[src/rtl/audio_pkg.sv]
`default_nettype none

package audio_pkg;

    typedef logic [15:0] sample_t;

    // Audio RAM geometry, channel in the upper address bits
    localparam int CHANNELS = 8;
    localparam int CHAN_W   = 3;
    localparam int FRAMES   = 256;
    localparam int FRAME_W  = 8;
    localparam int AUDIO_W  = CHAN_W + FRAME_W;

    // I2S frame is 64 bit slots, two half frames of 32
    localparam int FRAME_BITS = 64;
    localparam int POSN_W     = 6;

    // Bus block codes, matched against address bits 31..24
    localparam logic [7:0] BLK_BASE  = 8'h60;
    localparam logic [7:0] blk_regs  = BLK_BASE + 8'h02;
    localparam logic [7:0] blk_audio = BLK_BASE + 8'h04;

    typedef enum logic [2:0] {
        reg_control = 3'd0,
        reg_status  = 3'd1,
        reg_offsets = 3'd4,
        reg_left    = 3'd5,
        reg_right   = 3'd6
    } reg_index_t;

    typedef enum logic {
        cap_idle,
        cap_writing
    } capture_state_t;

endpackage

`default_nettype wire

[src/rtl/i2s_clock_gen.sv]
`timescale 1ns/1ps
`default_nettype none

module i2s_clock_gen #(
    parameter int CLK_DIV = 8
) (
    input  wire                         ck,
    input  wire                         reset,
    input  wire  [3:0]                  in_offset,
    input  wire  [3:0]                  out_offset,
    output logic                        sck,
    output logic                        ws,
    output logic [audio_pkg::POSN_W-1:0] posn,
    output logic                        frame_start,
    output logic                        in_sample,
    output logic                        out_sample
);

    import audio_pkg::*;

    // Divider wide enough to compare against the 4 bit offsets
    localparam int DIV_W = $clog2(CLK_DIV);
    localparam int CNT_W = (DIV_W > 4) ? DIV_W : 4;

    logic [CNT_W-1:0] div;
    logic             last_cycle;
    logic             last_posn;

    assign last_cycle = (div == CNT_W'(CLK_DIV - 1));
    assign last_posn  = (posn == POSN_W'(FRAME_BITS - 1));

    always_ff @(posedge ck) begin
        if (reset) begin
            div         <= '0;
            posn        <= '0;
            frame_start <= 1'b0;
        end else begin
            // Flags the wrap into slot 0, so the partial frame after reset is skipped
            frame_start <= last_cycle && last_posn;
            if (last_cycle) begin
                div  <= '0;
                posn <= posn + 1'b1;
            end else begin
                div <= div + 1'b1;
            end
        end
    end

    // Low for the first half of each bit
    assign sck = (div >= CNT_W'(CLK_DIV / 2));

    // Left half of the frame while ws is low
    assign ws = (posn >= POSN_W'(FRAME_BITS / 2));

    // Sample points delayed from the start of each bit
    assign in_sample  = (div == CNT_W'(in_offset));
    assign out_sample = (div == CNT_W'(out_offset));

endmodule

`default_nettype wire

[config.mk]
export PLATFORM = sky130hd
export DESIGN_NAME = i2s_clock_gen
export DESIGN_NICKNAME = d
export VERILOG_FILES = /design/src/rtl/audio_pkg.sv /design/src/rtl/i2s_clock_gen.sv
export SDC_FILE = /design/constraint.sdc
export NUM_CORES = 1
export LEC_CHECK = 0
export BUFFER_PORTS_ARGS = -buffer_cell sky130_fd_sc_hd__buf_2
export CORE_AREA = 2 2 39 41
export DETAILED_ROUTE_END_ITERATION = 10
export DIE_AREA = 0 0 41 43
export PLACE_DENSITY = 0.83
export SYNTH_ARGS = -nofsm -noshare
export SYNTH_HDL_FRONTEND = slang
export SYNTH_SLANG_ARGS = --single-unit
[constraint.sdc]
create_clock -name ck -period 3.9 [get_ports ck]
set_input_delay 0.195 -clock ck [delete_from_list [all_inputs] [get_ports ck]]
set_output_delay 0.195 -clock ck [all_outputs]
set_load 0.02 [all_outputs]
Word-level counts from Yosys, hierarchy flattened
Index checks and enable logic that the tools add are counted.
W data, S select, Z words.
{ "word_totals": {"ff_bits": 11, "input_bits": 10, "out_inout_bits": 11, "elab_cells": 13} }
{ "classes": {"add_sub_neg": 2, "n_lt_le_gt_ge": 2, "n_eq_ne": 4, "n_reduce_logical": 2} }
{ "op_table": {"columns": ["operator", "n"], "rows": [
  ["$eq A4 B4 Y1", 2],
  ["$add A6 B1 Y6 const B", 1],
  ["$eq A6 B6 Y1 const B", 1],
  ["$ge A6 B6 Y1 const B", 1],
  ["$add A4 B1 Y4 const B", 1],
  ["$eq A4 B3 Y1 const B", 1],
  ["$ge A4 B3 Y1 const B", 1],
  ["$reduce_or A2 Y1", 1],
  ["$logic_and A1 B1 Y1", 1]
]} }

Logic depth before layout (Yosys ltp)
{ "depth": {"depth_word": 2, "ltp_mapped": 4, "ltp_nobuf": 4} }

Worst setup path after synthesis
Ideal clock, no wire load.
{ "synth_timing": {"kind": "register -> output", "from": "register div[3]", "to": "output in_sample", "arrival_ns": 1.243, "required_time_ns": 3.705, "slack_ns": 2.462, "stages_incl_launch_ff": 4, "path_buffers": 1, "path_cell_list": "dfxtp_1 -> buf_6 -> xor2_1 -> nor4_1"} }
{ "synth_between": {"elab_chain_cells": 1} }
{ "synth_rtl": {"columns": ["element", "line_no", "rtl"], "rows": [
  ["from (decl)", "i2s_clock_gen.sv:25", "logic [CNT_W-1:0] div;"],
  ["from (signal assigned)", "i2s_clock_gen.sv:44", "div <= div + 1'b1;"],
  ["$eq A4 B4 Y1", "i2s_clock_gen.sv:56", "assign in_sample = (div == CNT_W'(in_offset));"],
  ["to (decl)", "i2s_clock_gen.sv:15", "output logic in_sample,"]
]} }
Every way passes these cells.

Worst setup path in the final report
{ "layout_timing": {"from": "register div[3]", "to": "output out_sample"} }
{ "layout_between": {"elab_chain_cells": 1} }
{ "layout_rtl": {"columns": ["element", "line_no", "rtl"], "rows": [
  ["$eq A4 B4 Y1", "i2s_clock_gen.sv:57", "assign out_sample = (div == CNT_W'(out_offset));"],
  ["to (decl)", "i2s_clock_gen.sv:16", "output logic out_sample"]
]} }
Every way passes these cells.

==> flow_summary.toml <==
[status]
status = "finished, final reports clean"

[pwr]
vdd_drop_max_mv = 0.180
power-per-cell-area_nw_per_um2 = 303
leakage_uw = 0.000379
p_total_uw = 219

[detailed_routing]
drtAntennaViolNets = 0
drt_iter0_markers = 18
via_per_inst = 5.14
drt_first_pass_iters = 4
drc_errors = 0
num_vias = 519
drt-total-wl_mm = 1.07
post_drt_wl_per_cell_um = 10.6

[hold_path]
worst_hold_path_type = "input pin to flip-flop"

[yosys]
synth.most_common_cell = "dfxtp_1"
synth-seq-cells = 11
ys_seq_area_frac = 0.364
synth_edf_count = 0
syn_avg_cell_area_um2 = 9.30
syn-instance-count = 65
ys_types = 27
synthesis.nets = 78
synth_top_area_frac = 0.364
synth_common_cells = "dfxtp_1, nor2_1, xor2_1, ha_1, nand3_1"
synth_top_cell_by_area = "dfxtp_1"
synthArstFlopShare = 0
ys_warn_count = 0
synthTopCellsByArea = "dfxtp_1, xor2_1, ha_1, nor2_1, mux2_2"
synthesis.area_um2 = 604
synth_ff_type = "dfxtp_1"

[timing]
rsz0062_at_grt = "false"
finalHoldViolCount = 0
worst_slack_ns = 2.40
setup_tns_ns = 0
fmaxAchievable_ghz = 0.665
setup_viol = 0
drv_slew = 0
fin_crit_sh = 0.386
clock_skew_ns = 0.00177
hold_ws_ns = 0.256
relSlewSlack = 0.793
finalCriticalPeriod_ns = 1.50
tightest_slew_ns = 0.310

[setup_path]
worstSetupStartpointType = "flip-flop"
worstPathRequired_ns = 3.70
crit_slowest_cell = "dfxtp_1"
critPathMaxFanout = 9
critPathKind = "flip-flop to output port"
r2r_slack_ns = 2.40
slowest_delay_ns = 0.48
crit_chain = "xor2_1 > nor4_1 > buf_2"
end_kind = "output port"
crit_arrival_ns = 1.31

[clock_tree]
clkTransAtPathRegs_ns = 0.06
clk_latency_ns = 0.26
cts_resized = 0
cts.hold.buffers_added = 0
numCtsBuffers = 3
cts_tree = "yes"
postCtsSetupRepairBufs = 0
h-tree-depth = 1
cts_buffer_depth = 2
root_buffer = "clkbuf_4"
cts_sinks = 11

[cells_and_area]
n_antenna_cell = 0
stdcell_count = 101
final_nets = 99
drive_gt1_frac = 0.341
nFillCells = 134
syn_to_final_growth_pct = 19.9

[global_routing]
antenna_found_initial = 0
track_usage = 0.133
grt_pass1_vias = 419
grt_max_degree = 15
grt_overflow = 0
grt_pass1_wl_mm = 1.59

[placed_design]
pre_cts_slack_ns = 2.42
place_hpwl_um = 834
place.gp.congestion = 0.764
placed_cells = 97
io_buffers = 20

[floorplanning]
io_pins = 21
die_w_um = 41
dieArea_um2 = 1760
start_util = 0.437
core.rowCount = 14
die_h_um = 43
core_area_um2 = 1380

[job]
maxCapViolCount = 0
through the flow:
step | util | cell area (µm²)
2_1_floorplan | - | 604
3_3_place_gp | 0.505 | 698
3_5_place_dp | 0.505 | 698
4_1_cts | 0.524 | 724
5_1_grt | 0.524 | 724
6_report | 0.524 | 724
sequential cells by signal (all words and copies together), names as in the netlist:
name / cells
frame_start: 1
posn: 6
div: 4
final timing paths:
check | start | endpoint | depth (start not counted)
max | div[3]$_SDFF_PP0_ | out_sample | 3
min | reset | posn[1]$_SDFFE_PP0P_ | 2
max reg2reg | div[0]$_SDFF_PP0_ | posn[3]$_SDFFE_PP0P_ | 4
min reg2reg | div[0]$_SDFF_PP0_ | div[0]$_SDFF_PP0_ | 1
kinds of logic after synthesis:
family,count (synthesis),synth area share
AND/OR/NAND/NOR,28,0.265
XOR/XNOR,11,0.159
flip-flops,11,0.364
buffers and inverters,6,0.0559
multiplexers,4,0.0704
adder cells (fa/ha/maj),3,0.0621
AO/OA/AOI/OAI,2,0.0228
power by group:
group / internal (µW) / switching, µW / total, µW
combinational: 12.9 / 12.5 / 25.4
sequential: 115 / 4.80 / 120
clock: 39.5 / 34.5 / 74.1
critical path: cells and delay by family, from the launching register on:
kind | cells | cell delay, ns
buffers and inverters | 1 | 0.21
AND/OR/NAND/NOR | 1 | 0.24
XOR/XNOR | 1 | 0.12
flip-flops | 1 | 0.48
placed cells by master (no fill, tap or decap), types with 3 or more instances in the layout:
master / instances
xor2_1: 9
buf_2: 20
nand3_1: 3
clkbuf_4: 3
nor2_1: 10
ha_1: 3
dfxtp_1: 11
final cells by class:
cell class / instances / area (µm²) / area share
timing repair buffer: 20 / 100 / 0.138
clock buffer: 4 / 26.3 / 0.0363
multi-input combinational: 48 / 350 / 0.484
inverter: 2 / 7.51 / 0.0104
sequential: 11 / 220 / 0.304
tap: 16 / 20.0 / 0.0276
routing by layer:
metal	up-vias	global-route usage	wire length (µm)	share of wire
met2	21	0.200	517	0.48
met5	-	0	0	0
met1	239	0.155	473	0.44
met4	0	0.100	0	0
met3	0	0.0314	77	0.072
li1	259	-	-	-
(Power assumes the default switching activity.)
