**src/rtl/audio_pkg.sv**
```systemverilog
`default_nettype none

package audio_pkg;

    typedef logic [15:0] sample_t;

    // Audio RAM geometry, channel in the upper address bits
    localparam int CHANNELS = 8;
    localparam int CHAN_W   = 3;
    localparam int FRAMES   = 256;
    localparam int FRAME_W  = 8;
    localparam int AUDIO_W  = CHAN_W + FRAME_W;

    // I2S frame is 64 bit slots, two half frames of 32
    localparam int FRAME_BITS = 64;
    localparam int POSN_W     = 6;

    // Bus block codes, matched against address bits 31..24
    localparam logic [7:0] BLK_BASE  = 8'h60;
    localparam logic [7:0] blk_regs  = BLK_BASE + 8'h02;
    localparam logic [7:0] blk_audio = BLK_BASE + 8'h04;

    typedef enum logic [2:0] {
        reg_control = 3'd0,
        reg_status  = 3'd1,
        reg_offsets = 3'd4,
        reg_left    = 3'd5,
        reg_right   = 3'd6
    } reg_index_t;

    typedef enum logic {
        cap_idle,
        cap_writing
    } capture_state_t;

endpackage

`default_nettype wire

```
**src/rtl/i2s_rx.sv**
```systemverilog
`timescale 1ns/1ps
`default_nettype none

module i2s_rx (
    input  wire                          ck,
    input  wire                          reset,
    input  wire                          sample,
    input  wire  [audio_pkg::POSN_W-1:0] posn,
    input  wire                          sd,
    output audio_pkg::sample_t           left,
    output audio_pkg::sample_t           right
);

    import audio_pkg::*;

    localparam int WORD_BITS = $bits(sample_t);

    logic [POSN_W-2:0] slot;
    logic              in_word;
    logic              last_bit;
    sample_t           shift;
    sample_t           shift_next;

    // Slot within the current half frame
    assign slot       = posn[POSN_W-2:0];
    assign in_word    = (slot != '0) && (slot <= (POSN_W-1)'(WORD_BITS));
    assign last_bit   = (slot == (POSN_W-1)'(WORD_BITS));
    assign shift_next = {shift[WORD_BITS-2:0], sd};

    always_ff @(posedge ck) begin
        if (sample && in_word) begin
            shift <= shift_next;
        end
    end

    always_ff @(posedge ck) begin
        if (reset) begin
            left  <= '0;
            right <= '0;
        end else if (sample && last_bit) begin
            // Upper half of the frame carries the right word
            if (posn[POSN_W-1]) begin
                right <= shift_next;
            end else begin
                left <= shift_next;
            end
        end
    end

endmodule

`default_nettype wire

```
**config.mk**
```make
export PLATFORM = sky130hd
export DESIGN_NAME = i2s_rx
export DESIGN_NICKNAME = d
export VERILOG_FILES = /design/src/rtl/audio_pkg.sv /design/src/rtl/i2s_rx.sv
export SDC_FILE = /design/constraint.sdc
export NUM_CORES = 1
export LEC_CHECK = 0
export BUFFER_PORTS_ARGS = -buffer_cell sky130_fd_sc_hd__buf_2
export CAP_MARGIN = 25
export CORE_MARGIN = 10
export CORE_UTILIZATION = 40
export CTS_CLUSTER_SIZE = 8
export DETAILED_ROUTE_END_ITERATION = 8
export GPL_TIMING_DRIVEN = 0
export PLACE_DENSITY = 0.72
export SKIP_CTS_REPAIR_TIMING = 1
export SLEW_MARGIN = 0
export SYNTH_ARGS = -nofsm -noshare
export SYNTH_HDL_FRONTEND = slang
export SYNTH_SLANG_ARGS = --single-unit
```
**constraint.sdc**
```tcl
create_clock -name ck -period 2.2 [get_ports ck]
set_clock_uncertainty 0.05 [all_clocks]
set_input_delay 0.22 -clock ck [delete_from_list [all_inputs] [get_ports ck]]
set_output_delay 0.22 -clock ck [all_outputs]
set_load 0.01 [all_outputs]
```
Yosys cells after proc, flatten, opt, wreduce, memory -nomap -nowiden
Cells that the tools add are included.
{ "totals": {"word_cells": 12, "output_inout_bits": 32, "regBits": 47, "in_bits": 10} }
{ "op_classes": {"n_lt_le_gt_ge": 1, "n_reduce_logical": 6, "bitwise_logic": 1, "eq_ne": 1} }
{ "ops": {"columns": ["cell", "n"], "rows": [
  ["5-bit equality test, second input constant", 1],
  ["5-bit less-or-equal comparator, second input constant", 1],
  ["5-bit nonzero test", 1],
  ["2-bit AND reduction", 2],
  ["1-bit logical AND", 3],
  ["1-bit inverter", 1]
]} }

Longest topological paths before layout
{ "logic_depth": {"ltp_word": 3, "ltp_mapped": 5} }

Worst setup path before layout
No wires, ideal clock.
{ "synth_timing": {"path_type": "in2reg", "from": "input port posn[0] in the netlist's numbering", "to": "register shift[0] (enable)", "path_stages": 3, "t_arrival_ps": 1460, "slack_ps": 302, "required_time_ps": 1762, "setup_time_ps": 388, "cell_sequence": "nor4_1 > ha_1 > nor2b_1"} }
{ "synth_via": {"elab_chain_len": 3, "word_cells_on_any_way": 4} }
{ "synth_rtl": {"columns": ["element", "line", "rtl"], "rows": [
  ["from (decl)", "i2s_rx.sv:8", "input wire [audio_pkg::POSN_W-1:0] posn,"],
  ["5-bit less-or-equal comparator / 5-bit nonzero test (equally long branches)", "i2s_rx.sv:26", "assign in_word = (slot != '0) && (slot <= (POSN_W-1)'(WORD_BITS));"],
  ["1-bit logical AND *", "i2s_rx.sv:26", null],
  ["1-bit logical AND *", "i2s_rx.sv:31", "if (sample && in_word) begin"],
  ["to (signal assigned)", "i2s_rx.sv:32", "shift <= shift_next;"],
  ["to (decl)", "i2s_rx.sv:21", "sample_t shift;"]
]} }
Every way passes the cells marked *; elsewhere a longest branch is shown, timed or not.
A chain may end at the register's enable or synchronous reset.

Worst setup path in the final report
{ "layout_timing": {"from": "input port posn[0] in the netlist's numbering", "to": "register shift[4] (enable)"} }
Same word-level chain as after synthesis.

==> flow_summary.json <==
{
  "grt_pass1_wl_um": 6280,
  "hold_depth": 1,
  "required_ns": 2.16,
  "synth_cells": 142,
  "seq_area_frac_synth": 0.594,
  "cts_root_buf": "clkbuf_8",
  "path_max_fanout": 8,
  "reg2regPathDepth": 2,
  "dp_cells": 235,
  "holdCritStartpoint": "sd",
  "netlist_area_mm2": 0.00184,
  "initialDrtViolationCount": 59,
  "finalSetupViolCount": 0,
  "regArea_mm2": 0.00109,
  "r2r_setup_slack_ns": 1.42,
  "slowest_stage": "nor2b_1",
  "fin_ws_ns": 0.436,
  "wl_per_cell_um": 15.5,
  "clk_latency_ns": 0.29,
  "grt_pass1_vias": 1238,
  "dieArea_mm2": 0.00771,
  "rsz0062_at_grt": "false",
  "vias": 1153,
  "cp_top_family": "simple AND/OR/NAND/NOR gates",
  "status": "finished clean",
  "cts_tree": "built",
  "nFillCells": 400,
  "io_pins": 42,
  "place.gp.congestion": 0.737,
  "r2r_start": "shift[0]$_DFFE_PP_",
  "ys_ff_latch": 47,
  "core_area_mm2": 0.00441,
  "cp_slowest_stage_delay_ns": 0.59,
  "crit_path_end_kind": "register",
  "cp_cell_sequence": "buf_2 -> nor4_1 -> ha_1 -> nor2b_1 -> buf_6",
  "instances_no_fill": 243,
  "cp-start-kind": "input port",
  "cp.buffers_inverters": 2,
  "vdd_ir_drop_max_mv": 0.388,
  "arrival_ns": 1.73,
  "die_h_um": 87.8,
  "numCtsBuffers": 5,
  "grt_usage": 0.104,
  "synth_nets": 153,
  "slew_headroom": 0.500,
  "drv_slew": 0,
  "final_net_count": 201,
  "fin_util": 0.497,
  "clock.fmax_ghz": 0.567,
  "cts.htree.levels": 2,
  "area_delta_synth_final_pct": 19.5,
  "cts_sinks": 47,
  "dp_hpwl_um": 2840,
  "drc": 0,
  "grt_max_degree": 14,
  "p_per_area_mw_per_mm2": 677,
  "finalHoldViolCount": 0,
  "dr.pass1.iters": 4,
  "ys_warn_count": 0,
  "layout-drive-gt1-share": 0.283,
  "worst_slew_pin_slew_ns": 0.749,
  "die_x_um": 87.8,
  "antenna_found_initial": 0,
  "ys_types": 14,
  "syn_avg_cell_area_um2": 12.9,
  "port_buffers": 40,
  "fin_crit_ns": 1.76,
  "clkTransAtPathRegs_ns": 0.08,
  "reg2reg_to": "left[1]$_SDFFE_PP0P_",
  "critPathKind": "input port to register",
  "antenna_left": 0,
  "holdPathEnd": "shift[0]$_DFFE_PP_",
  "initial_core_util": 0.416,
  "via_per_inst": 4.74,
  "multi_input_comb_area_um2": 678,
  "diodes": 0,
  "leakage_nw": 0.989,
  "overflow": 0,
  "pre_cts_ws_ns": 0.109,
  "post-route-period-util": 0.802,
  "rows": 24,
  "wl_um": 3770,
  "cap_violations": 0,
  "max-clock-path-buffers": 2,
  "min_path_type": "input port to register"
}
worst reg2reg max path: cells and delay by family, from the launching register on:
family	cells	cell delay [ns]
flops	1	0.39
simple gates	1	0.14
mux	1	0.09
synthesized netlist by cell type:
library cell	count	area [µm²]
and3_1	1	6.26
nor2b_1	1	6.26
clkbuf_1	2	7.51
mux2i_1	32	320
buf_6	5	56.3
dfxtp_1	32	641
nand3b_1	1	7.51
and3b_1	1	8.76
nand3_2	1	10.0
nor4_1	1	6.26
nand2b_1	48	300
ha_1	1	12.5
edfxtp_1	15	450
buf_2	1	5.00
layout make-up:
cell class | instances | area share
multi-input combinational | 87 | 0.309
tap | 52 | 0.0296
timing repair buffer | 41 | 0.0963
clock inverter | 1 | 0.00228
clock buffer | 7 | 0.0348
sequential | 47 | 0.497
buffer | 8 | 0.0313
sequential cells by signal, indices dropped and copies added (netlist names):
name   flops
shift     15
left      16
right     16
worst max path at each step:
stage / startpoint / to / slack, ns / depth (start not counted)
after global placement: posn[0] / shift[0]$_DFFE_PP_ / -0.14 / 4
after floorplan: posn[0] / shift[0]$_DFFE_PP_ / 0.30 / 3
after CTS: posn[0] / shift[4]$_DFFE_PP_ / 0.41 / 5
after global routing: posn[0] / shift[2]$_DFFE_PP_ / 0.36 / 5
after detailed placement: posn[0] / shift[0]$_DFFE_PP_ / 0.11 / 5
final: posn[0] / shift[4]$_DFFE_PP_ / 0.44 / 5
cell usage in the layout (no fill, tap or decap):
| master | Yosys | final |
|---|---|---|
| mux2i_1 | 32 | 32 |
| nor4_1 | 1 | 1 |
| and3_1 | 1 | 1 |
| clkbuf_1 | 2 | 4 |
| nor2b_1 | 1 | 1 |
| ha_1 | 1 | 1 |
| edfxtp_1 | 15 | 15 |
| and3b_1 | 1 | 1 |
| nand3b_1 | 1 | 1 |
| dfxtp_1 | 32 | 32 |
| nand2b_1 | 48 | 48 |
| clkbuf_8 | 0 | 5 |
| nand3_2 | 1 | 1 |
| clkinv_2 | 0 | 1 |
| buf_2 | 1 | 41 |
| buf_6 | 5 | 6 |
stage by stage:
| stage | instance area (µm²) | hold WS [ns] | total power [mW] | TNS (ns) |
|---|---|---|---|---|
| after global placement | 2100 | 0.369 | 1.01 | -2.09 |
| after detailed placement | 2110 | 0.369 | 1.01 | 0 |
| after global routing | 2200 | 0.0575 | 1.54 | 0 |
| after floorplan | 1840 | 0.269 | 0.981 | 0 |
| after CTS | 2200 | 0.0598 | 1.50 | 0 |
| final | 2200 | 0.0671 | 1.49 | 0 |
power by group:
group          internal (mW)  switching [mW]
clock network          0.223           0.274
logic                 0.0347          0.0369
registers              0.911         0.00711
total                   1.17           0.318
cell families after synthesis:
group,count (synthesis),synth area share
AND/OR/NAND/NOR,54,0.188
adder cells (fa/ha/maj),1,0.00681
flip-flops,47,0.594
multiplexers,32,0.174
buffers and inverters,8,0.0374
metal layers:
layer  global-route usage  up-vias  routed length (µm)
met4               0.0348        0                  58
met5                    0        -                   0
met3               0.0344        4                 204
met1                0.117      556                1590
li1                     -      573                   -
met2                0.182       20                1920
Note: power is estimated with default switching activity, not from simulation.
