==> config.mk <==
export PLATFORM = sky130hd
export DESIGN_NAME = frame_capture
export DESIGN_NICKNAME = d
export VERILOG_FILES = /design/src/rtl/audio_pkg.sv /design/src/rtl/frame_capture.sv
export SDC_FILE = /design/constraint.sdc
export NUM_CORES = 1
export LEC_CHECK = 0
export ABC_AREA = 1
export BUFFER_PORTS_ARGS = -buffer_cell sky130_fd_sc_hd__buf_2
export CAP_MARGIN = 20
export CORE_MARGIN = 2
export CORE_UTILIZATION = 30
export CTS_BUF_LIST = sky130_fd_sc_hd__clkbuf_8
export DETAILED_ROUTE_END_ITERATION = 12
export PLACE_DENSITY = 0.66
export SLEW_MARGIN = 20
export SYNTH_ARGS = -nofsm -noshare
export SYNTH_HDL_FRONTEND = slang
export SYNTH_SLANG_ARGS = --single-unit
==> constraint.sdc <==
create_clock -name ck -period 1.73 [get_ports ck]
set_input_delay 0.2595 -clock ck [delete_from_list [all_inputs] [get_ports ck]]
set_output_delay 0.2595 -clock ck [all_outputs]
set_load 0.05 [all_outputs]
==> src/rtl/audio_pkg.sv <==
`default_nettype none

package audio_pkg;

    typedef logic [15:0] sample_t;

    // Audio RAM geometry, channel in the upper address bits
    localparam int CHANNELS = 8;
    localparam int CHAN_W   = 3;
    localparam int FRAMES   = 256;
    localparam int FRAME_W  = 8;
    localparam int AUDIO_W  = CHAN_W + FRAME_W;

    // I2S frame is 64 bit slots, two half frames of 32
    localparam int FRAME_BITS = 64;
    localparam int POSN_W     = 6;

    // Bus block codes, matched against address bits 31..24
    localparam logic [7:0] BLK_BASE  = 8'h60;
    localparam logic [7:0] blk_regs  = BLK_BASE + 8'h02;
    localparam logic [7:0] blk_audio = BLK_BASE + 8'h04;

    typedef enum logic [2:0] {
        reg_control = 3'd0,
        reg_status  = 3'd1,
        reg_offsets = 3'd4,
        reg_left    = 3'd5,
        reg_right   = 3'd6
    } reg_index_t;

    typedef enum logic {
        cap_idle,
        cap_writing
    } capture_state_t;

endpackage

`default_nettype wire

==> src/rtl/frame_capture.sv <==
`timescale 1ns/1ps
`default_nettype none

module frame_capture (
    input  wire                           ck,
    input  wire                           reset,
    input  wire                           frame_start,
    input  wire                           write_mode,
    input  wire  audio_pkg::sample_t      mic [audio_pkg::CHANNELS],
    output logic                          cap_we,
    output logic [audio_pkg::AUDIO_W-1:0] cap_addr,
    output audio_pkg::sample_t            cap_data,
    output logic [audio_pkg::FRAME_W-1:0] frame_count
);

    import audio_pkg::*;

    capture_state_t    state;
    logic [CHAN_W-1:0] chan;

    always_ff @(posedge ck) begin
        if (reset) begin
            state       <= cap_idle;
            chan        <= '0;
            frame_count <= '0;
        end else begin
            case (state)
                cap_idle: begin
                    // Host owns the RAM in write mode, so the counter holds
                    if (frame_start && !write_mode) begin
                        frame_count <= frame_count - 1'b1;
                        chan        <= '0;
                        state       <= cap_writing;
                    end
                end
                cap_writing: begin
                    chan <= chan + 1'b1;
                    if (chan == CHAN_W'(CHANNELS - 1)) begin
                        state <= cap_idle;
                    end
                end
                default: begin
                    state <= cap_idle;
                end
            endcase
        end
    end

    // One channel per cycle into the new frame
    assign cap_we   = (state == cap_writing);
    assign cap_addr = {chan, frame_count};
    assign cap_data = mic[chan];

endmodule

`default_nettype wire

* Word-level counts from Yosys, hierarchy flattened *
Cells that the tools add are included.

cells by class
  multiplexer cells = 8
  equality and inequality tests = 2
  add/subtract/negate cells = 2
  magnitude comparators = 1
  reductions and logical operators = 3
  bitwise operators = 2

operator list
  cell                                                                count
  16-bit binary-select mux with 3-bit select                          1
  16-bit 2-to-1 mux                                                   2
  8-bit by 1-bit subtractor with 8-bit output, second input constant  1
  3-bit case mux with 2 select lines                                  1
  4-bit >= comparator, second input constant                          1
  3-bit inverter with 4-bit output                                    1
  3-bit by 1-bit adder with 3-bit output, second input constant       1
  3-bit equality test, second input constant                          1
  3-bit 2-to-1 mux                                                    1
  1-bit 2-to-1 mux                                                    2
  2-bit != test, second input constant                                1
  1-bit case mux with 2 select lines                                  1
  2-bit AND reduction                                                 1
  1-bit logical AND                                                   1
  1-bit logical NOT                                                   1
  1-bit inverter                                                      1

storage, ports and cells
  logic and storage cells = 21
  bits of input ports = 132
  output and inout bits = 36
  bits in registers = 12

* Depth between registers and ports, before layout *
  depth after elaboration = 4
  gate-level depth with buffers = 8
  gate-level depth less buffers = 8

* Worst setup path after synthesis *
Ideal clock, no wire load.

  path kind = reg-to-output
  start = reg chan[1]
  end = out cap_data[10]
  arrival time = 1667 ps
  path buffers = 2
  slack = -196 ps
  required time = 1470 ps
  stages on the path, launching flop included = 9
  cells stage by stage = dfxtp_1 > buf_4 > inv_2 > buf_2 > nor2_1 > o21ai_0 > nand2_1 > nand2_1 > nand2_1

between the ends
  cells in the longest elaborated chain, start to end = 4

RTL lines
  item                                                    line                 text
  start: declaration                                      frame_capture.sv:19  logic [CHAN_W-1:0] chan;
  start signal: assignment                                frame_capture.sv:37  chan <= chan + 1'b1;
  3-bit inverter with 4-bit output (implied by the code)  frame_capture.sv:52  assign cap_data = mic[chan];
  16-bit binary-select mux with 3-bit select              frame_capture.sv:52
  16-bit 2-to-1 mux (implied by the code) (2 in series)   frame_capture.sv:52
  end: declaration                                        frame_capture.sv:12  output audio_pkg::sample_t cap_data,

No other way between the ends. The select of a mux whose other input is x is not followed.

* Worst setup path after layout *
  start = reg chan[0]
  end = out cap_data[13]

Same word-level chain as after synthesis.

==> metrics.md <==
| Metric | Value |
|---|---|
| Status | finished, violations left |
| Failing checks | setup timing |
| Reg-to-reg startpoint | chan[1]$_SDFFE_PP0P_ |
| Cell Rows | 29 |
| Relative slew slack | between 70% and 80% |
| Reg clk slew, reported paths | approximately 50 ps |
| Cell count after synthesis | 382 |
| Antenna diodes | 0 |
| Slew of the pin with the lowest slew margin | approximately 340 ps |
| Fin Clk Skew | roughly 0.67 ps |
| Sw Ratio | 48.39% |
| Most used flip-flop cell after synthesis | dfxtp_1 |
| Yosys top cell by area | nor2_1 |
| First-pass GRT wire length | between 10000 and 15000 um |
| CP startpoint | chan[0]$_SDFFE_PP0P_ |
| Core area | around 6200 um2 |
| DR vias | 2902 |
| RSZ-0062 raised after global routing | true |
| Slowest stage delay, CP | 400 ps |
| Synth Net Count | 517 |
| Final WL | 8130 um |
| Clock root buffer | clkbuf_8 |
| Yosys cell types | 21 |
| Layout cells sized above 1 | about two fifths |
| Final core utilization | 47.37% |
| Arrival @ worst endpoint | roughly 1500 ps |
| Chip height | ~84 um |
| Post-route setup slack | -14.72 ps |
| Die footprint | 7032 um2 |
| Int Pwr | ~860 uW |
| Die outline width | 83.86 um |
| Net Switching | 801.9 uW |
| Initial antenna violation count | 0 |
| Sequential area share after synthesis | 12.56% |
| 1st-iter DRT viols | 145 |
| Max Transition Viols Final | 0 |
| Area grow syn2layout | 54.55% |
| Hold WC Path Type | primary input to flip-flop |
| Mean post-synth cell area | around 5.0 um2 |
| Total power | between 1500 and 2000 uW |
| Synth top cells by count | 139 x nor2_1, 92 x nand2_1, 38 x o21ai_0, 29 x o21ai_1, 12 x dfxtp_1 |
| Clk network pwr share | between 10% and 20% |
| Most common cell in the synthesized netlist | nor2_1 |
| Startpoint type of the worst setup path | flip-flop |
| Most frequent CP cell | nand2_1 |
| Post-DP HPWL | between 6000 and 7000 um |
| Synth top area share | a little over a quarter |
| Vias in the first global route | approximately 2600 |
| Final GP Congestion | slightly below 0.9 |
| Setup Buffers After CTS | 0 |
| Reg power frac | around a fifth |
| Power Density | between 500 and 600 nW/um2 |
| Vias per inst | roughly 4.8 |
| Number of max-cap violations | 0 |
| CTS sink cnt | 12 |
| Comb pwr share | between 60% and 70% |
| ANT nets after route | 0 |
| Post-synth EDFFs | 0 |
| P_leak | around 0.0017 uW |
| Ys async rst share | 0% |
| Residual DRC | 0 |
| Congestion Overflow GR | 0 |
| Initial Utilization | a little under a third |
| Min Tclk post-route | around 1700 ps |
| Final net count | approximately 670 |
| IO Port Bufs | 167 |
| Crit-path cells | inv_4 -> buf_12 -> o21ai_0 -> nand2_1 -> nand2_1 -> nand2_2 -> buf_4 |
| Ranking of synthesized cells by area | nor2_1 27%, nand2_1 18%, dfxtp_1 13%, o21ai_0 9.9%, o21ai_1 7.6% |
| Worst-Skew Late Latency | between 200 and 250 ps |
| Peak supply drop | between 0.5 and 0.6 mV |
| Final period utilization | 100.9% |
| Mapped Area | ~1900 um2 |
| FMAX | ~570 MHz |
| Required time worst endpoint | 1470 ps |
| Drt wl/cell | 13.39 um |
| I/O pin cnt | 168 |
| CTS Buf Count | 3 |
| CTS tree | built |
| Largest net degree at the start of global routing | between 40 and 50 |
| Crit. End Element | primary output |
| # setup viols final | 2 |
| Max Root-Sink Buffers | 2 |
| Crit-path slowest cell | dfxtp_4 |
| #FFs+latches synth | 12 |
| Final hold violation count | 0 |
| Worst-path fanout max | 22 |
| Hold_sp | reset |
| Yosys warning total | 0 |
| H-tree levels | 1 |
| Critical path class | flip-flop to primary output |
| Total Routing Usage GR | a little over a fifth |
| DR pass1 iterations | 4 |
[layout make-up]
type	instances	area [um2]
Sequential cell	12	246.5
Multi-Input combinational cell	324	1414
Inverter	14	57.56
Timing Repair Buffer	177	1101
Clock buffer	3	41.29
Tap cell	77	96.34
Fill cell	695	3284
[logic make-up after synthesis]
logic type,count (synthesis),share of synthesized area (%)
simple gates,243,48.92
compound gates,78,20.54
buf+inv,46,16.02
fa+ha+maj,3,1.962
flops,12,12.56
[power groups by stage]
stage	combinational (uW)	clock, uW	sequential [uW]
floorplan	616	0	387
global placement	944	0	323
detailed placement	948	0	325
CTS	1020	255	319
global route	1170	270	327
finish	1080	255	322
[cells in the final DEF (no fill, tap or decap), drive strengths merged]
cell / synthesis / final
buf: 28 / 175
nor2: 140 / 140
nand2: 92 / 92
o21ai: 67 / 67
inv: 14 / 14
dfxtp: 12 / 12
a21oi: 10 / 10
nand3: 8 / 8
clkbuf: 4 / 5
ha: 3 / 3
or2: 2 / 2
nor3: 1 / 1
a211oi: 1 / 1
[routing by layer]
metal	routed length [um]	vias to the layer above	GRT usage, %	share of wire, %
met2	4241	124	40.22	52
met1	3320	1279	25.34	41
li1	-	1494	-	-
met4	61	0	4.252	0.75
met5	0	-	0	0
met3	506	5	1.484	6.2
[state kept, by name, summed over array words and instances (netlist names)]
signal       flops
cap_we           1
frame_count      8
chan             3
[worst max-delay path, delay by kind of cell (launching register included)]
family,cells,cell delay (ps)
AO/OA/AOI/OAI,1,220
buffers and inverters,3,420
flip-flops,1,400
AND/OR/NAND/NOR,3,200
[per-stage QoR]
step / setup slack (ps) / TNS, ps / cells / instance area (um2) / hold slack, ps
2_1_floorplan: 7.516 / 0 / 382 / 1944 / 321.2
3_3_place_gp: 34.48 / 0 / 602 / 2708 / 503.4
3_5_place_dp: 48.80 / 0 / 602 / 2708 / 516.2
4_1_cts: -35.35 / -123.9 / 605 / 2848 / 287.2
5_1_grt: -92.91 / -909.6 / 607 / 2957 / 297.2
6_report: -14.72 / -15.00 / 607 / 2957 / 281.5
[what timing repair did]
action / CTS / global route
resized for setup: 38 / 26
hold buffers: 0 / 0
cloned: 0 / 2
setup endpoints to repair: 16 / 16
[final timing paths]
check                                end  slack (ps)  cells past startpoint
min                 chan[2]$_SDFFE_PP0P_         280                      2
max                         cap_data[13]         -10                      7
min reg2reg  frame_count[7]$_SDFFE_PP0P_         530                      2
max reg2reg            cap_we$_SDFF_PP0_         330                      5
Note: power is estimated with default switching activity, not from simulation.
