`src/rtl/audio_pkg.sv`:
```
`default_nettype none

package audio_pkg;

    typedef logic [15:0] sample_t;

    // Audio RAM geometry, channel in the upper address bits
    localparam int CHANNELS = 8;
    localparam int CHAN_W   = 3;
    localparam int FRAMES   = 256;
    localparam int FRAME_W  = 8;
    localparam int AUDIO_W  = CHAN_W + FRAME_W;

    // I2S frame is 64 bit slots, two half frames of 32
    localparam int FRAME_BITS = 64;
    localparam int POSN_W     = 6;

    // Bus block codes, matched against address bits 31..24
    localparam logic [7:0] BLK_BASE  = 8'h60;
    localparam logic [7:0] blk_regs  = BLK_BASE + 8'h02;
    localparam logic [7:0] blk_audio = BLK_BASE + 8'h04;

    typedef enum logic [2:0] {
        reg_control = 3'd0,
        reg_status  = 3'd1,
        reg_offsets = 3'd4,
        reg_left    = 3'd5,
        reg_right   = 3'd6
    } reg_index_t;

    typedef enum logic {
        cap_idle,
        cap_writing
    } capture_state_t;

endpackage

`default_nettype wire

```
`src/rtl/i2s_tx.sv`:
```
`timescale 1ns/1ps
`default_nettype none

module i2s_tx (
    input  wire                          ck,
    input  wire                          reset,
    input  wire                          sample,
    input  wire  [audio_pkg::POSN_W-1:0] posn,
    input  wire  audio_pkg::sample_t     left,
    input  wire  audio_pkg::sample_t     right,
    output logic                         sd_out
);

    import audio_pkg::*;

    localparam int WORD_BITS = $bits(sample_t);

    logic [POSN_W-1:0] posn_q;
    logic [POSN_W-2:0] slot;
    logic              in_word;
    logic              half_start;
    sample_t           shift;

    assign slot    = posn[POSN_W-2:0];
    assign in_word = (slot != '0) && (slot <= (POSN_W-1)'(WORD_BITS));

    // First cycle of slot 0 or slot 32
    assign half_start = (slot == '0) && (posn != posn_q);

    always_ff @(posedge ck) begin
        if (reset) begin
            shift <= '0;
        end else if (half_start) begin
            shift <= posn[POSN_W-1] ? right : left;
        end else if (sample && in_word) begin
            shift <= shift << 1;
        end
    end

    always_ff @(posedge ck) begin
        if (reset) begin
            posn_q <= '0;
            sd_out <= 1'b0;
        end else begin
            posn_q <= posn;
            if (sample) begin
                sd_out <= in_word ? shift[WORD_BITS-1] : 1'b0;
            end
        end
    end

endmodule

`default_nettype wire

```
`config.mk`:
```
export PLATFORM = sky130hd
export DESIGN_NAME = i2s_tx
export DESIGN_NICKNAME = d
export VERILOG_FILES = /design/src/rtl/audio_pkg.sv /design/src/rtl/i2s_tx.sv
export SDC_FILE = /design/constraint.sdc
export NUM_CORES = 1
export LEC_CHECK = 0
export BUFFER_PORTS_ARGS = -buffer_cell sky130_fd_sc_hd__clkbuf_2
export CAP_MARGIN = 10
export CELL_PAD_IN_SITES_DETAIL_PLACEMENT = 0
export CELL_PAD_IN_SITES_GLOBAL_PLACEMENT = 2
export CORE_MARGIN = 1
export CORE_UTILIZATION = 32
export CTS_BUF_LIST = sky130_fd_sc_hd__clkbuf_4 sky130_fd_sc_hd__clkbuf_8
export CTS_CLUSTER_SIZE = 20
export DETAILED_ROUTE_END_ITERATION = 8
export PLACE_DENSITY_LB_ADDON = 0.1
export SKIP_CTS_REPAIR_TIMING = 1
export SLEW_MARGIN = 0
export SYNTH_ARGS = -nofsm -noshare
export SYNTH_HDL_FRONTEND = slang
export SYNTH_SLANG_ARGS = --single-unit
```
`constraint.sdc`:
```
create_clock -name ck -period 2.8 [get_ports ck]
set_input_delay 0.28 -clock ck [delete_from_list [all_inputs] [get_ports ck]]
set_output_delay 0.28 -clock ck [all_outputs]
set_load 0.005 [all_outputs]
```
**Yosys cells after proc, flatten, opt, wreduce, memory -nomap -nowiden**

Cells that the tools add are included.

- Logic and storage cells: 15
- Register bits: 23

- Equality and inequality tests: 1
- Muxes and demuxes: 4
- Reduce and logical (&&, ||, !) cells: 6
- Magnitude comparators: 1

Operators by type and width:

| cell | number |
|---|---|
| $mux W16 | 3 |
| $ne A6 B6 Y1 | 1 |
| $le A5 B5 Y1 const B | 1 |
| $logic_not A5 Y1 | 1 |
| $reduce_bool A5 Y1 | 1 |
| $logic_and A1 B1 Y1 | 3 |
| $reduce_bool A2 Y1 | 1 |
| $mux W1 | 1 |

**Depth between registers and ports, before layout**

- Word-level depth: 5
- Mapped depth: 7

**Worst setup path before layout**

No wires, ideal clock.

- Path kind: input port to flip-flop
- Start point: input port posn[0] (netlist bit)
- End point: register shift[1]
- Library setup time: 88 ps
- Slack: 962 ps
- Arrival time: 1750 ps
- Path buffers: 2
- Stages: 7
- Required time: 2712 ps
- Cell sequence: nor4_1 ha_1 clkbuf_1 nand2_1 clkbuf_1 nand2_1 a311oi_2

- Longest elaborated chain between the ends: 4
- Elaborated cells between the ends (all ways): 9

RTL lines:

| item | RTL line | RTL |
|---|---|---|
| start, declared | i2s_tx.sv:8 | `input wire [audio_pkg::POSN_W-1:0] posn,` |
| $le A5 B5 Y1 / $reduce_bool A5 Y1 (equally long branches) | i2s_tx.sv:25 | `assign in_word = (slot != '0) && (slot <= (POSN_W-1)'(WORD_BITS));` |
| $logic_and A1 B1 Y1 | i2s_tx.sv:25 |  |
| $logic_and A1 B1 Y1 | i2s_tx.sv:35 | `end else if (sample && in_word) begin` |
| $reduce_bool A2 Y1 (no source line) | - |  |
| end signal, assigned | i2s_tx.sv:34 | `shift <= posn[POSN_W-1] ? right : left;` |
| end signal, assigned | i2s_tx.sv:36 | `shift <= shift << 1;` |
| end, declared | i2s_tx.sv:22 | `sample_t shift;` |

Parallel ways exist; a longest one is shown, timed or not.
A chain may end at the register's enable or synchronous reset.

**Final worst setup path**

- Start point: register posn_q[3]
- End point: register shift[11]

- Longest elaborated chain between the ends: 3
- Elaborated cells between the ends (all ways): 4

RTL lines:

| item | RTL line | RTL |
|---|---|---|
| start, declared | i2s_tx.sv:18 | `logic [POSN_W-1:0] posn_q;` |
| start signal, assigned | i2s_tx.sv:45 | `posn_q <= posn;` |
| $ne A6 B6 Y1 * | i2s_tx.sv:28 | `assign half_start = (slot == '0) && (posn != posn_q);` |
| $logic_and A1 B1 Y1 * | i2s_tx.sv:28 |  |
| $mux W16 / $reduce_bool A2 Y1 (equally long branches) | - |  |

Every way passes the cells marked *; elsewhere a longest branch is shown, timed or not.

==> flow_summary.yaml <==
worst_setup_path:
  path_max_fanout: 16
  start_kind: "register"
  critPathArrivalTime_ns: 1.94
  crit_slowest_cell: "nor4_4"
  cp-end-kind: "register"
  crit_chain: "xor2_1 -> nor4_4 -> a21bo_4 -> a311oi_1"
  r2r.worst_path.cells: 4
  r2r_slack_ns: 0.98
  max_stage_delay_ns: 0.66
  reg2reg_from: "posn_q[3]$_SDFF_PP0_"
  r2r_end: "shift[11]$_SDFFE_PP0P_"
  crit_type: "reg2reg"
  cp.required_ns: 2.92
synthesis:
  avgSynthCellArea_sq_um: 8.75
  netlist_area_sq_um: 1350
  ys_warn_count: 0
  synth_cell_types: 22
  syn_nets: 196
  seq_area_frac_synth_pct: 34.2
  synth_cells: 154
  synth_seq_cells: 23
power:
  swShare_pct: 26.3
  p_sw_w: 0.000178
  clkPwrFrac_pct: 32.0
  ir_drop_mv: 0.289
  power_density_nw_per_um2: 420
  pwr-share-seq_pct: 50.4
  p_total_w: 0.000679
  p_comb_share_pct: 17.6
  p_int_w: 0.000501
  p_leak_nw: 0.663
global_route:
  grt_pass1_vias: 1089
  antenna_found_initial: 0
  grt_pass1_wl_mm: 5.29
  track_usage_pct: 16.1
  grt_max_degree: 24
  grt_overflow: 0
route:
  avgRoutedWirePerCell_um: 13.7
  viasPerCell: 4.94
  drc: 0
  drt-initial-drc-count: 82
  wirelength_mm: 3.27
  firstDrtPassIters: 4
  vias: 1181
  ant_nets: 0
cells_and_area:
  drive_gt1_share_pct: 32.3
  flow.area_growth_from_synthesis_pct: 20.0
  nFillCells: 412
  multi_input_area_sq_um: 806
  layout.nets: 232
  diodes: 0
  ff_latch_area_sq_um: 460
  fin_cells: 239
die:
  dieArea_sq_um: 4470
  die_w_um: 66.9
  die_y_um: 66.9
  start_util_pct: 33.4
  core-area_sq_um: 4030
  boundaryPins: 42
  num_rows: 23
sta:
  setup_viol: 0
  fmax_mhz: 551
  slew-limit-headroom_pct: 53.7
  worst_pin_slew_ns: 0.689
  fin_skew_ns: 0.00461
  fin_crit_sh_pct: 64.9
  hold_ws_ns: 0.274
  rsz0062_at_grt: "no"
  timing.final.hold_violations: 0
  tns_ns: 0
  fin_crit_ns: 1.82
  maxSlewViolCount: 0
cts:
  cts_sinks: 23
  clockBufferDepth: 2
  htree_levels: 1
  path_clk_slew_ns: 0.08
  numCtsBuffers: 3
  ctsRootBufferMaster: "clkbuf_8"
  worstSkewPairLatency_ns: 0.26
  tritoncts: "built"
placed_design:
  placed_cells: 235
  place_congestion: 0.681
  hpwl_mm: 2.41
  portBuffers: 41
worst_hold_path:
  hp-class: "in2reg"
  hold_depth: 2
  hold_end: "posn_q[2]$_SDFF_PP0_"
  min_from: "posn[2]"
outcome:
  outcome: "finished clean"
job:
  maxCapViolCount: 0
[power groups by stage]
| stage | Combinational, W | Clock (W) | Sequential [W] |
|---|---|---|---|
| 6_report | 0.000119 | 0.000218 | 0.000342 |
| 5_1_grt | 0.000133 | 0.000245 | 0.000344 |
| 4_1_cts | 0.000120 | 0.000228 | 0.000342 |
| 3_5_place_dp | 0.000120 | 0 | 0.000350 |
| 3_3_place_gp | 0.000118 | 0 | 0.000350 |
| 2_1_floorplan | 0.0000762 | 0 | 0.000349 |
[placed cells by master (no fill, tap or decap), drive strengths merged]
cell type  count
a21oi         17
ha             1
clkbuf        45
a21bo          1
a311oi        15
nor2           2
nor2b          5
nor4           2
mux2i         16
nand3         16
xor2           6
nand2b         1
inv            1
nand2         33
dfxtp         23
buf            4
a211oi         1
[worst max-delay path: cells and delay by family, from the launching register on]
kind                      cells  cell delay, ns
and+or+nand+nor               1            0.66
AOI/OAI and AO/OA             2            0.52
DFF                           1            0.31
xor gates and xnor gates      1            0.18
[stage by stage]
step / utilization, % / area, sq um / setup slack (ns)
final: 40.1 / 1620 / 0.984
after global routing: 40.1 / 1620 / 0.857
after CTS: 40.1 / 1620 / 0.981
after detailed placement: 38.9 / 1570 / 0.825
after global placement: 38.9 / 1570 / 0.856
after floorplan: - / 1350 / 0.962
[cells by family after synthesis]
group,share of synthesized area [%]
flops,34.2
compound gates,22.0
mux,11.9
xor+xnor,4.46
buf+inv,6.04
simple gates,20.5
fa+ha+maj,0.928
[routing by layer]
| metal | track usage (%) | share of wire, % | wire length [um] |
|---|---|---|---|
| met3 | 3.08 | 4.9 | 161 |
| met1 | 22.7 | 52 | 1710 |
| met4 | 5.59 | 0.70 | 23 |
| met5 | 0 | 0 | 0 |
| met2 | 24.0 | 42 | 1380 |
[synthesized netlist by cell type, drive strengths merged]
library cell  instances  area share (%)
nand2                33             9.2
dfxtp                23              34
a21oi                17             6.3
mux2i                16              12
nand3                16             5.9
a311oi               15              14
buf                   7             3.8
clkbuf                7             2.0
xor2                  6             4.5
nor2b                 5             2.3
nor2                  2            0.56
nor4                  2             2.0
a211oi                1            0.56
a21bo                 1             1.2
ha                    1            0.93
inv                   1            0.28
nand2b                1            0.46
[how the worst max path moves through the flow]
| stage | start | endpoint | slack [ns] |
|---|---|---|---|
| 2_1_floorplan | posn[0] | shift[1]$_SDFFE_PP0P_ | 0.96 |
| 3_3_place_gp | posn[0] | shift[7]$_SDFFE_PP0P_ | 0.86 |
| 3_5_place_dp | posn[0] | shift[7]$_SDFFE_PP0P_ | 0.82 |
| 4_1_cts | posn_q[3]$_SDFF_PP0_ | shift[1]$_SDFFE_PP0P_ | 0.98 |
| 5_1_grt | posn_q[3]$_SDFF_PP0_ | shift[11]$_SDFFE_PP0P_ | 0.86 |
| 6_report | posn_q[3]$_SDFF_PP0_ | shift[11]$_SDFFE_PP0P_ | 0.98 |
[sequential cells by signal, summed over array words and instances, names as in the netlist]
register and cells:
posn_q 6, sd_out 1, shift 16
[area by class of cell]
type,count,area share (%)
multi-input cells,116,49.8
flip-flops and latches,23,28.5
repair buffers,45,14.6
well taps,50,3.87
clock buffers,4,3.02
inverters,1,0.232
No activity file was read; power rests on OpenSTA's default activity.
