### src/rtl/audio_pkg.sv
`default_nettype none

package audio_pkg;

    typedef logic [15:0] sample_t;

    // Audio RAM geometry, channel in the upper address bits
    localparam int CHANNELS = 8;
    localparam int CHAN_W   = 3;
    localparam int FRAMES   = 256;
    localparam int FRAME_W  = 8;
    localparam int AUDIO_W  = CHAN_W + FRAME_W;

    // I2S frame is 64 bit slots, two half frames of 32
    localparam int FRAME_BITS = 64;
    localparam int POSN_W     = 6;

    // Bus block codes, matched against address bits 31..24
    localparam logic [7:0] BLK_BASE  = 8'h60;
    localparam logic [7:0] blk_regs  = BLK_BASE + 8'h02;
    localparam logic [7:0] blk_audio = BLK_BASE + 8'h04;

    typedef enum logic [2:0] {
        reg_control = 3'd0,
        reg_status  = 3'd1,
        reg_offsets = 3'd4,
        reg_left    = 3'd5,
        reg_right   = 3'd6
    } reg_index_t;

    typedef enum logic {
        cap_idle,
        cap_writing
    } capture_state_t;

endpackage

`default_nettype wire

### src/rtl/host_regs.sv
`timescale 1ns/1ps
`default_nettype none

module host_regs (
    input  wire                           ck,
    input  wire                           reset,
    input  wire                           bus_cyc,
    input  wire                           bus_we,
    input  wire  [31:0]                   bus_adr,
    input  wire  [31:0]                   bus_dat,
    input  wire  [audio_pkg::FRAME_W-1:0] frame_count,
    input  wire  audio_pkg::sample_t      ram_rdata,
    output logic                          ack,
    output logic [31:0]                   rdt,
    output logic                          write_mode,
    output logic [3:0]                    in_offset,
    output logic [3:0]                    out_offset,
    output audio_pkg::sample_t            out_left,
    output audio_pkg::sample_t            out_right,
    output logic                          host_we,
    output logic [audio_pkg::AUDIO_W-1:0] host_addr,
    output audio_pkg::sample_t            host_data,
    output logic [audio_pkg::AUDIO_W-1:0] host_raddr
);

    import audio_pkg::*;

    logic [7:0]         blk;
    logic               hit_regs;
    logic               hit_audio;
    logic               cyc_seen;
    logic               strobe;
    reg_index_t         index;
    logic [FRAME_W-1:0] frame_reg;
    logic [31:0]        reg_rdata;

    assign blk       = bus_adr[31:24];
    assign hit_regs  = bus_cyc && (blk == blk_regs);
    assign hit_audio = bus_cyc && (blk == blk_audio);
    assign index     = reg_index_t'(bus_adr[4:2]);

    // Only the first cycle of a bus cycle acts
    assign strobe = (hit_regs || hit_audio) && !cyc_seen;

    always_ff @(posedge ck) begin
        if (reset) begin
            ack      <= 1'b0;
            cyc_seen <= 1'b0;
        end else begin
            ack      <= strobe;
            cyc_seen <= bus_cyc;
        end
    end

    always_ff @(posedge ck) begin
        if (reset) begin
            write_mode <= 1'b0;
            frame_reg  <= '0;
            in_offset  <= '0;
            out_offset <= '0;
            out_left   <= '0;
            out_right  <= '0;
        end else if (strobe && bus_we && hit_regs) begin
            case (index)
                reg_control: begin
                    write_mode <= bus_dat[0];
                    frame_reg  <= bus_dat[FRAME_W+1:2];
                end
                reg_offsets: begin
                    in_offset  <= bus_dat[3:0];
                    out_offset <= bus_dat[7:4];
                end
                reg_left: begin
                    out_left <= bus_dat[$bits(sample_t)-1:0];
                end
                reg_right: begin
                    out_right <= bus_dat[$bits(sample_t)-1:0];
                end
                // Status is read only
                default: begin
                end
            endcase
        end
    end

    // Audio RAM word address from bits 12..2
    assign host_we    = strobe && bus_we && hit_audio;
    assign host_addr  = bus_adr[AUDIO_W+1:2];
    assign host_data  = bus_dat[$bits(sample_t)-1:0];
    assign host_raddr = bus_adr[AUDIO_W+1:2];

    always_comb begin
        case (index)
            reg_control: reg_rdata = 32'({frame_reg, 1'b0, write_mode});
            reg_status:  reg_rdata = 32'(frame_count);
            reg_offsets: reg_rdata = 32'({out_offset, in_offset});
            reg_left:    reg_rdata = 32'(out_left);
            reg_right:   reg_rdata = 32'(out_right);
            default:     reg_rdata = '0;
        endcase
    end

    // RAM word arrives in the ack cycle, address still held by the host
    always_comb begin
        rdt = '0;
        if (ack && !bus_we) begin
            rdt = hit_audio ? 32'(ram_rdata) : reg_rdata;
        end
    end

endmodule

`default_nettype wire

### config.mk
export PLATFORM = sky130hd
export DESIGN_NAME = host_regs
export DESIGN_NICKNAME = d
export VERILOG_FILES = /design/src/rtl/audio_pkg.sv /design/src/rtl/host_regs.sv
export SDC_FILE = /design/constraint.sdc
export NUM_CORES = 1
export LEC_CHECK = 0
export BUFFER_PORTS_ARGS = -buffer_cell sky130_fd_sc_hd__buf_2
export CORE_MARGIN = 2
export CORE_UTILIZATION = 45
export DETAILED_ROUTE_END_ITERATION = 8
export PLACE_DENSITY = 0.95
export SYNTH_ARGS = -nofsm -noshare
export SYNTH_HDL_FRONTEND = slang
export SYNTH_SLANG_ARGS = --single-unit
### constraint.sdc
create_clock -name ck -period 3.9 [get_ports ck]
set_input_delay 0.78 -clock ck [delete_from_list [all_inputs] [get_ports ck]]
set_output_delay 0.78 -clock ck [all_outputs]
set_load 0.005 [all_outputs]
Yosys cells after proc, flatten, opt, wreduce, memory -nomap -nowiden

Index checks and enable logic that the tools add are counted.

Register bits: 51
Input bits: 92
Output and inout bits: 113
Logic and storage cells: 32

Eq/ne operators: 6
Muxes and demuxes: 3
Reduce and logical (&&, ||, !) cells: 15

Operators with widths:

| cell               | number |
|---|---|
| $pmux 16 s5        | 1 |
| $mux 32            | 2 |
| $eq 8x7->1 const B | 2 |
| $eq 3x3->1 const B | 3 |
| $reduce_and 2->1   | 4 |
| $logic_and 1x1->1  | 7 |
| $eq 3x1->1 const B | 1 |
| $logic_not 3->1    | 1 |
| $logic_not 1->1    | 2 |
| $logic_or 1x1->1   | 1 |

Longest topological paths before layout

Gate-level depths: netlist of run 1.

Depth in word-level cells: 7
Mapped depth: 7
Gate-level depth less buffers: 4

Worst setup path before layout of run 1

No wires, ideal clock.

Path type: input -> output
Start point: in bus_adr[31]
End point: out rdt[0]
Arrival time: 1978 ps
Data required time: 3120 ps
Setup slack: 1142 ps
Cell stages on the path: 7
Path buffers: 3
Cell sequence: and4b_1 > buf_2 > nand4b_4 > and4b_1 > buf_2 > buf_2 > a22o_1

Cells in the longest elaborated chain, start to end: 4

Ends and longest elaborated chain:

| element            | RTL line         | RTL |
|---|---|---|
| start: declaration | host_regs.sv:9   | `input wire [31:0] bus_adr,` |
| $eq 8x7->1         | host_regs.sv:39  | `assign hit_audio = bus_cyc && (blk == blk_audio);` |
| $logic_and 1x1->1  | host_regs.sv:39  |  |
| $mux 32            | host_regs.sv:107 | `rdt = hit_audio ? 32'(ram_rdata) : reg_rdata;` |
| $mux 32            | host_regs.sv:106 | `if (ack && !bus_we) begin` |
| end: declaration   | host_regs.sv:14  | `output logic [31:0] rdt,` |

Every way passes these cells.

Worst setup path in the final report of run 1

Start point: in bus_adr[4]
End point: out rdt[12]

Cells in the longest elaborated chain, start to end: 4
Elaborated cells on any way between the ends: 8
Those cells by class: eq/ne: 4; mux: 3; reduce/logical: 1

Ends and longest elaborated chain:

| element                            | RTL line         | RTL |
|---|---|---|
| $eq 3x3->1 (tied with other cells) | host_regs.sv:93  | `case (index)` |
| $pmux 16 s5 *                      | host_regs.sv:93  |  |
| $mux 32 *                          | host_regs.sv:107 |  |
| $mux 32 *                          | host_regs.sv:106 |  |

Mark *: on every way between the ends. The rest lies on a longest branch, timed or not.

==> results.yml, run 1 <==
sta:
  fin_ws_ps: 636
  max_freq_ghz: 0.306
  hold_viol: 0
  fin_skew_ps: 9.31
  setup_violations: 0
  fin_tns_setup_ps: 0
  holdWs_ps: 508
  tightestPinTransition_ps: 904
  finalCritPeriodShare_pct: 83.7
  fin_crit_ps: 3260
  max_slew_margin_pct: 39.7
  rsz0062_at_grt: "false"
  report.final.slew_viol_count: 0
placed_design:
  dpl-instance-area_mm2: 0.00330
  dp.cells: 471
  gp_congestion: 0.811
  post-place-ws_ps: 606
  dp_hpwl_um: 5760
  place.port_buffers: 135
power:
  swShare_pct: 23.1
  seqPwrFrac_pct: 48.6
  p_sw_uw: 248
  power_density_mw_per_mm2: 311
  finalPower_mw: 1.07
  power.internal_uw: 825
  pwr-share-clk_pct: 41.5
  ir_drop_mv: 0.210
  combPwrFrac_pct: 9.8
  p_leak_nw: 2.02
worst_hold_path:
  worstHoldStart: "frame_reg[0]$_SDFFE_PP0P_"
  min_path_type: "reg -> reg"
  hold_end: "frame_reg[0]$_SDFFE_PP0P_"
  whs_path_depth: 2
drt:
  via_count: 2624
  drtIter0Drc: 106
  ant_nets: 0
  drt-pass1-iter-count: 4
  wirelength_um: 8080
  drc: 0
  detail_route.wl_per_cell_um: 16.9
  avgViaCountPerCell: 5.48
final_layout:
  syn2layout_area_growth_pct: 17.0
  fillerInstances: 571
  drive_above_1_share_pct: 40.8
  finish.instance_area_mm2: 0.00344
  fin_util_pct: 54.2
  final_nets: 493
  fin_cells: 479
  n_antenna_cell: 0
worst_setup_path:
  startpoint_type: "input pin"
  reg2reg_to: "out_right[4]$_SDFFE_PP0P_"
  reg2regPathDepth: 4
  path_max_fanout: 16
  cp-end-kind: "output port"
  r2r_start: "cyc_seen$_SDFF_PP0_"
  worstPathArrival_ps: 2480
  required_ps: 3120
  crit_type: "in -> out"
  r2r_setup_slack_ps: 1980
die:
  die_y_um: 84.9
  io_pins: 205
  core_area_mm2: 0.00635
  start_util_pct: 46.4
  rows: 29
  die_w_um: 84.9
  fp.dieArea_mm2: 0.00721
run:
  cap_violations: 0
global_route:
  first_global_vias: 2530
  antenna_found_initial: 0
  track_usage_pct: 21.7
  grt-ovfl-total: 0
  grt_pass1_wl_um: 12500
  grt_max_degree: 52
cts:
  cts_tree: "yes"
  clock-root-buffer: "clkbuf_8"
  hold_buffers: 0
  cts_buffers: 5
  ctsLongestPathBuffers: 2
  post-cts-setup-buffers: 0
  clk_pin_slew_ps: 100
  htreeDepth: 2
  tritoncts_num_sinks: 51
  insertion_delay_ps: 300
  cts_resized: 0
logic_synthesis:
  yosysMostFrequentCell: "buf_4"
  synth.area.top_cells: "dfxtp_1 (35%), mux2i_1 (17%), buf_4 (14%)"
  synth_edf_count: 0
  yosys.area.top_type: "dfxtp_1"
  ys_top_cells_by_count: "buf_4 (56), dfxtp_1 (51), mux2i_1 (50), nor2_1 (50)"
  synthArstFlopShare_pct: 0
  yosysSeqAreaShare_pct: 34.7
  syn_avg_cell_area_um2: 9.38
  yosys_register_bits: 51
  synth.distinct_cells: 32
  ys.flop_type: "dfxtp_1"
  ys_warn_count: 0
  netlist_instances: 314
  synth_top_area_share_pct: 34.7
  synth_area_mm2: 0.00294
outcome:
  outcome: "completed"
## cell type report
type / count / area (um^2) / share of cell area (%)
Clock buffer: 5 / 68.8 / 2.00
Clock inverter: 3 / 71.3 / 2.07
Inverter: 1 / 3.75 / 0.109
Multi-Input combinational cell: 201 / 1460 / 42.5
Sequential cell: 51 / 1020 / 29.6
Tap cell: 77 / 96.3 / 2.80
Timing Repair Buffer: 141 / 721 / 20.9
## power by group through the flow
stage	registers, mW	logic, mW	clock network [mW]
2_1_floorplan	0.534	0.0861	0
3_3_place_gp	0.534	0.102	0
3_5_place_dp	0.534	0.104	0
4_1_cts	0.522	0.105	0.456
5_1_grt	0.522	0.114	0.479
6_report	0.522	0.106	0.445
## layout by cell type, fill, tap and decap left out, drive strengths merged
cell     synthesis  routed
nand3            2       2
buf             65     141
a22o            16      16
and4b            3       3
o22ai            7       7
xnor2            1       1
o21ai            5       5
nor4             1       1
nor4bb           1       1
mux2i           50      50
nand4b           1       1
a2bb2oi          1       1
nor2b            4       4
bufinv           0       2
nand2            4       4
nand4            4       4
clkinv           1       1
nor3b            3       3
nor2            50      50
clkbuf          11       5
nor3             2       2
a32o             5       5
and3b            1       1
dfxtp           51      51
and4bb           1       1
inv              0       1
conb             1      16
mux2             7       7
a22oi           16      16
## how the worst max path moves through the flow
stage	depth (start not counted)	slack, ps	to	start
floorplan	7	1140	rdt[0]	bus_adr[31]
global placement	6	700	rdt[13]	bus_adr[4]
detailed placement	6	610	rdt[10]	bus_adr[4]
CTS	6	620	rdt[10]	bus_adr[4]
global route	6	500	rdt[12]	bus_adr[4]
finish	6	640	rdt[12]	bus_adr[4]
## cells by family after synthesis
group	after synthesis	synth area share, %
AO/OA/AOI/OAI	50	13.2
XOR/XNOR	1	0.298
buffers and inverters	77	17.6
flip-flops	51	34.7
multiplexers	57	19.7
other	1	0.127
AND/OR/NAND/NOR	77	14.5
## worst max-delay path, stage by stage
cell and delay (ps):
buf_2 270, clkinv_1 130, o21ai_0 160, and4b_1 750, a32o_1 270, buf_2 110
## layer usage
layer / up-vias / share of wire, % / track usage (%) / wire, um
met5: - / 0 / 0 / 0
met4: 0 / 2.1 / 8.80 / 169
met2: 134 / 49 / 36.0 / 4000
met1: 1258 / 40 / 27.5 / 3260
li1: 1215 / - / - / -
met3: 17 / 8.0 / 4.47 / 650
Power figures use the tool's default switching activity.
==> run 2, diff against run 1 <==
--- a/config.mk
+++ b/config.mk
@@ -7,9 +7,9 @@
 export LEC_CHECK = 0
 export BUFFER_PORTS_ARGS = -buffer_cell sky130_fd_sc_hd__buf_2
 export CORE_MARGIN = 2
-export CORE_UTILIZATION = 45
+export CORE_UTILIZATION = 38
 export DETAILED_ROUTE_END_ITERATION = 8
-export PLACE_DENSITY = 0.95
+export PLACE_DENSITY = 0.89
 export SYNTH_ARGS = -nofsm -noshare
 export SYNTH_HDL_FRONTEND = slang
 export SYNTH_SLANG_ARGS = --single-unit
==> constraint.sdc (replaced) <==
create_clock -name ck -period 2.9 [get_ports ck]
set_input_delay 0.58 -clock ck [delete_from_list [all_inputs] [get_ports ck]]
set_output_delay 0.58 -clock ck [all_outputs]
set_load 0.005 [all_outputs]
==> run 2 against run 1 <==
Clock power barely moved. Sequential power is 34% higher. Register-to-register slack got worse by 1000 ps. Non-clock buffer count increased by 7. Critical path type unchanged. Largest cell class unchanged. Largest power group unchanged.
==> results.yml, run 2 (synthesized netlist as in run 1, its figures left out) <==
outcome:
  outcome: "completed"
final_layout:
  syn2layout_area_growth_pct: 18.5
  layout_commonest_cell: "buf_2"
  drive_above_1_share_pct: 41.6
  n_antenna_cell: 0
  layout_common_cells: "buf_2 (135), dfxtp_1 (51), mux2i_1 (50), nor2_1 (50)"
  final_nets: 500
cts:
  insertion_delay_ps: 300
  cts_resized: 0
  clock-root-buffer: "clkbuf_8"
  clk_pin_slew_ps: 80
  tritoncts_num_sinks: 51
  cts_tree: "yes"
  cts_buffers: 5
  htreeDepth: 2
  ctsLongestPathBuffers: 2
  hold_buffers: 0
  post-cts-setup-buffers: 0
drt:
  drc: 0
  via_count: 2663
  drtIter0Drc: 115
  ant_nets: 0
  wirelength_um: 8520
  detail_route.wl_per_cell_um: 16.7
  drt-pass1-iter-count: 5
  avgViaCountPerCell: 5.21
sta:
  tightestPinTransition_ps: 927
  max_freq_ghz: 0.360
  fin_skew_ps: 7.96
  holdWs_ps: 499
  hold_viol: 0
  fin_tns_setup_ps: 0
  report.final.slew_viol_count: 0
  finalCritPeriodShare_pct: 95.7
  fin_crit_ps: 2780
  setup_violations: 0
  max_slew_margin_pct: 38.2
  rsz0062_at_grt: "false"
die:
  start_util_pct: 38.7
  io_pins: 205
  rows: 32
  fp.dieArea_mm2: 0.00847
  die_w_um: 92.0
  core_area_mm2: 0.00761
  die_y_um: 92.0
global_route:
  grt_max_degree: 52
  antenna_found_initial: 0
  grt_pass1_wl_um: 12800
  grt-ovfl-total: 0
  track_usage_pct: 19.0
  first_global_vias: 2514
worst_hold_path:
  min_path_type: "reg -> reg"
power:
  ir_drop_mv: 0.290
  p_leak_nw: 2.03
  power_density_mw_per_mm2: 371
worst_setup_path:
  startpoint_type: "input pin"
  worstPathArrival_ps: 2200
  path_max_fanout: 16
  crit_type: "in -> out"
  cp-end-kind: "output port"
  required_ps: 2320
placed_design:
  place.port_buffers: 135
  gp_congestion: 0.791
  dp_hpwl_um: 6250
run:
  cap_violations: 0
run 2: area by class of cell:
cell class,instances,area [um^2]
clock buffers,8,100
repair buffers,148,773
well taps,102,128
flip-flops and latches,51,1020
fillers,751,4120
multi-input cells,201,1460
inverters,1,3.75
run 2: per-layer routing:
metal / track usage (%) / up-vias / part of all wire [%]
met4: 6.72 / 0 / 2.4
met5: 0 / - / 0
met3: 3.70 / 24 / 7.7
met2: 31.6 / 139 / 48
li1: - / 1232 / -
met1: 24.6 / 1268 / 42
run 2: worst paths after layout:
kind | from | end | slack [ps] | cells after the start
hold reg to reg | frame_reg[5]$_SDFFE_PP0P_ | frame_reg[5]$_SDFFE_PP0P_ | 500 | 2
setup / recovery | bus_adr[29] | rdt[10] | 120 | 6
hold / removal | frame_reg[5]$_SDFFE_PP0P_ | frame_reg[5]$_SDFFE_PP0P_ | 500 | 2
setup reg to reg | cyc_seen$_SDFF_PP0_ | out_left[2]$_SDFFE_PP0P_ | 980 | 4
run 2: worst max-delay path, cell delays in order:
cell      delay, ps
buf_2           100
and4b_1         260
nand4b_4        130
and4b_1         710
a32o_1          290
buf_2           120
run 2: through the flow:
step	utilization (%)	setup slack [ps]	instances	total power [mW]	cell area, um^2
after global routing	45.9	72.5	511	1.35	3490
after floorplan	-	542	329	0.833	3000
after global placement	44.5	173	503	0.862	3390
after CTS	45.9	117	511	1.30	3490
after detailed placement	44.5	132	503	0.865	3390
final	45.9	125	511	1.29	3490
run 2: report_power, final:
| group | switching [mW] | internal (mW) |
|---|---|---|
| Combinational | 0.0863 | 0.0630 |
| Clock | 0.224 | 0.218 |
| Sequential | 0.00103 | 0.700 |
| Total | 0.311 | 0.982 |
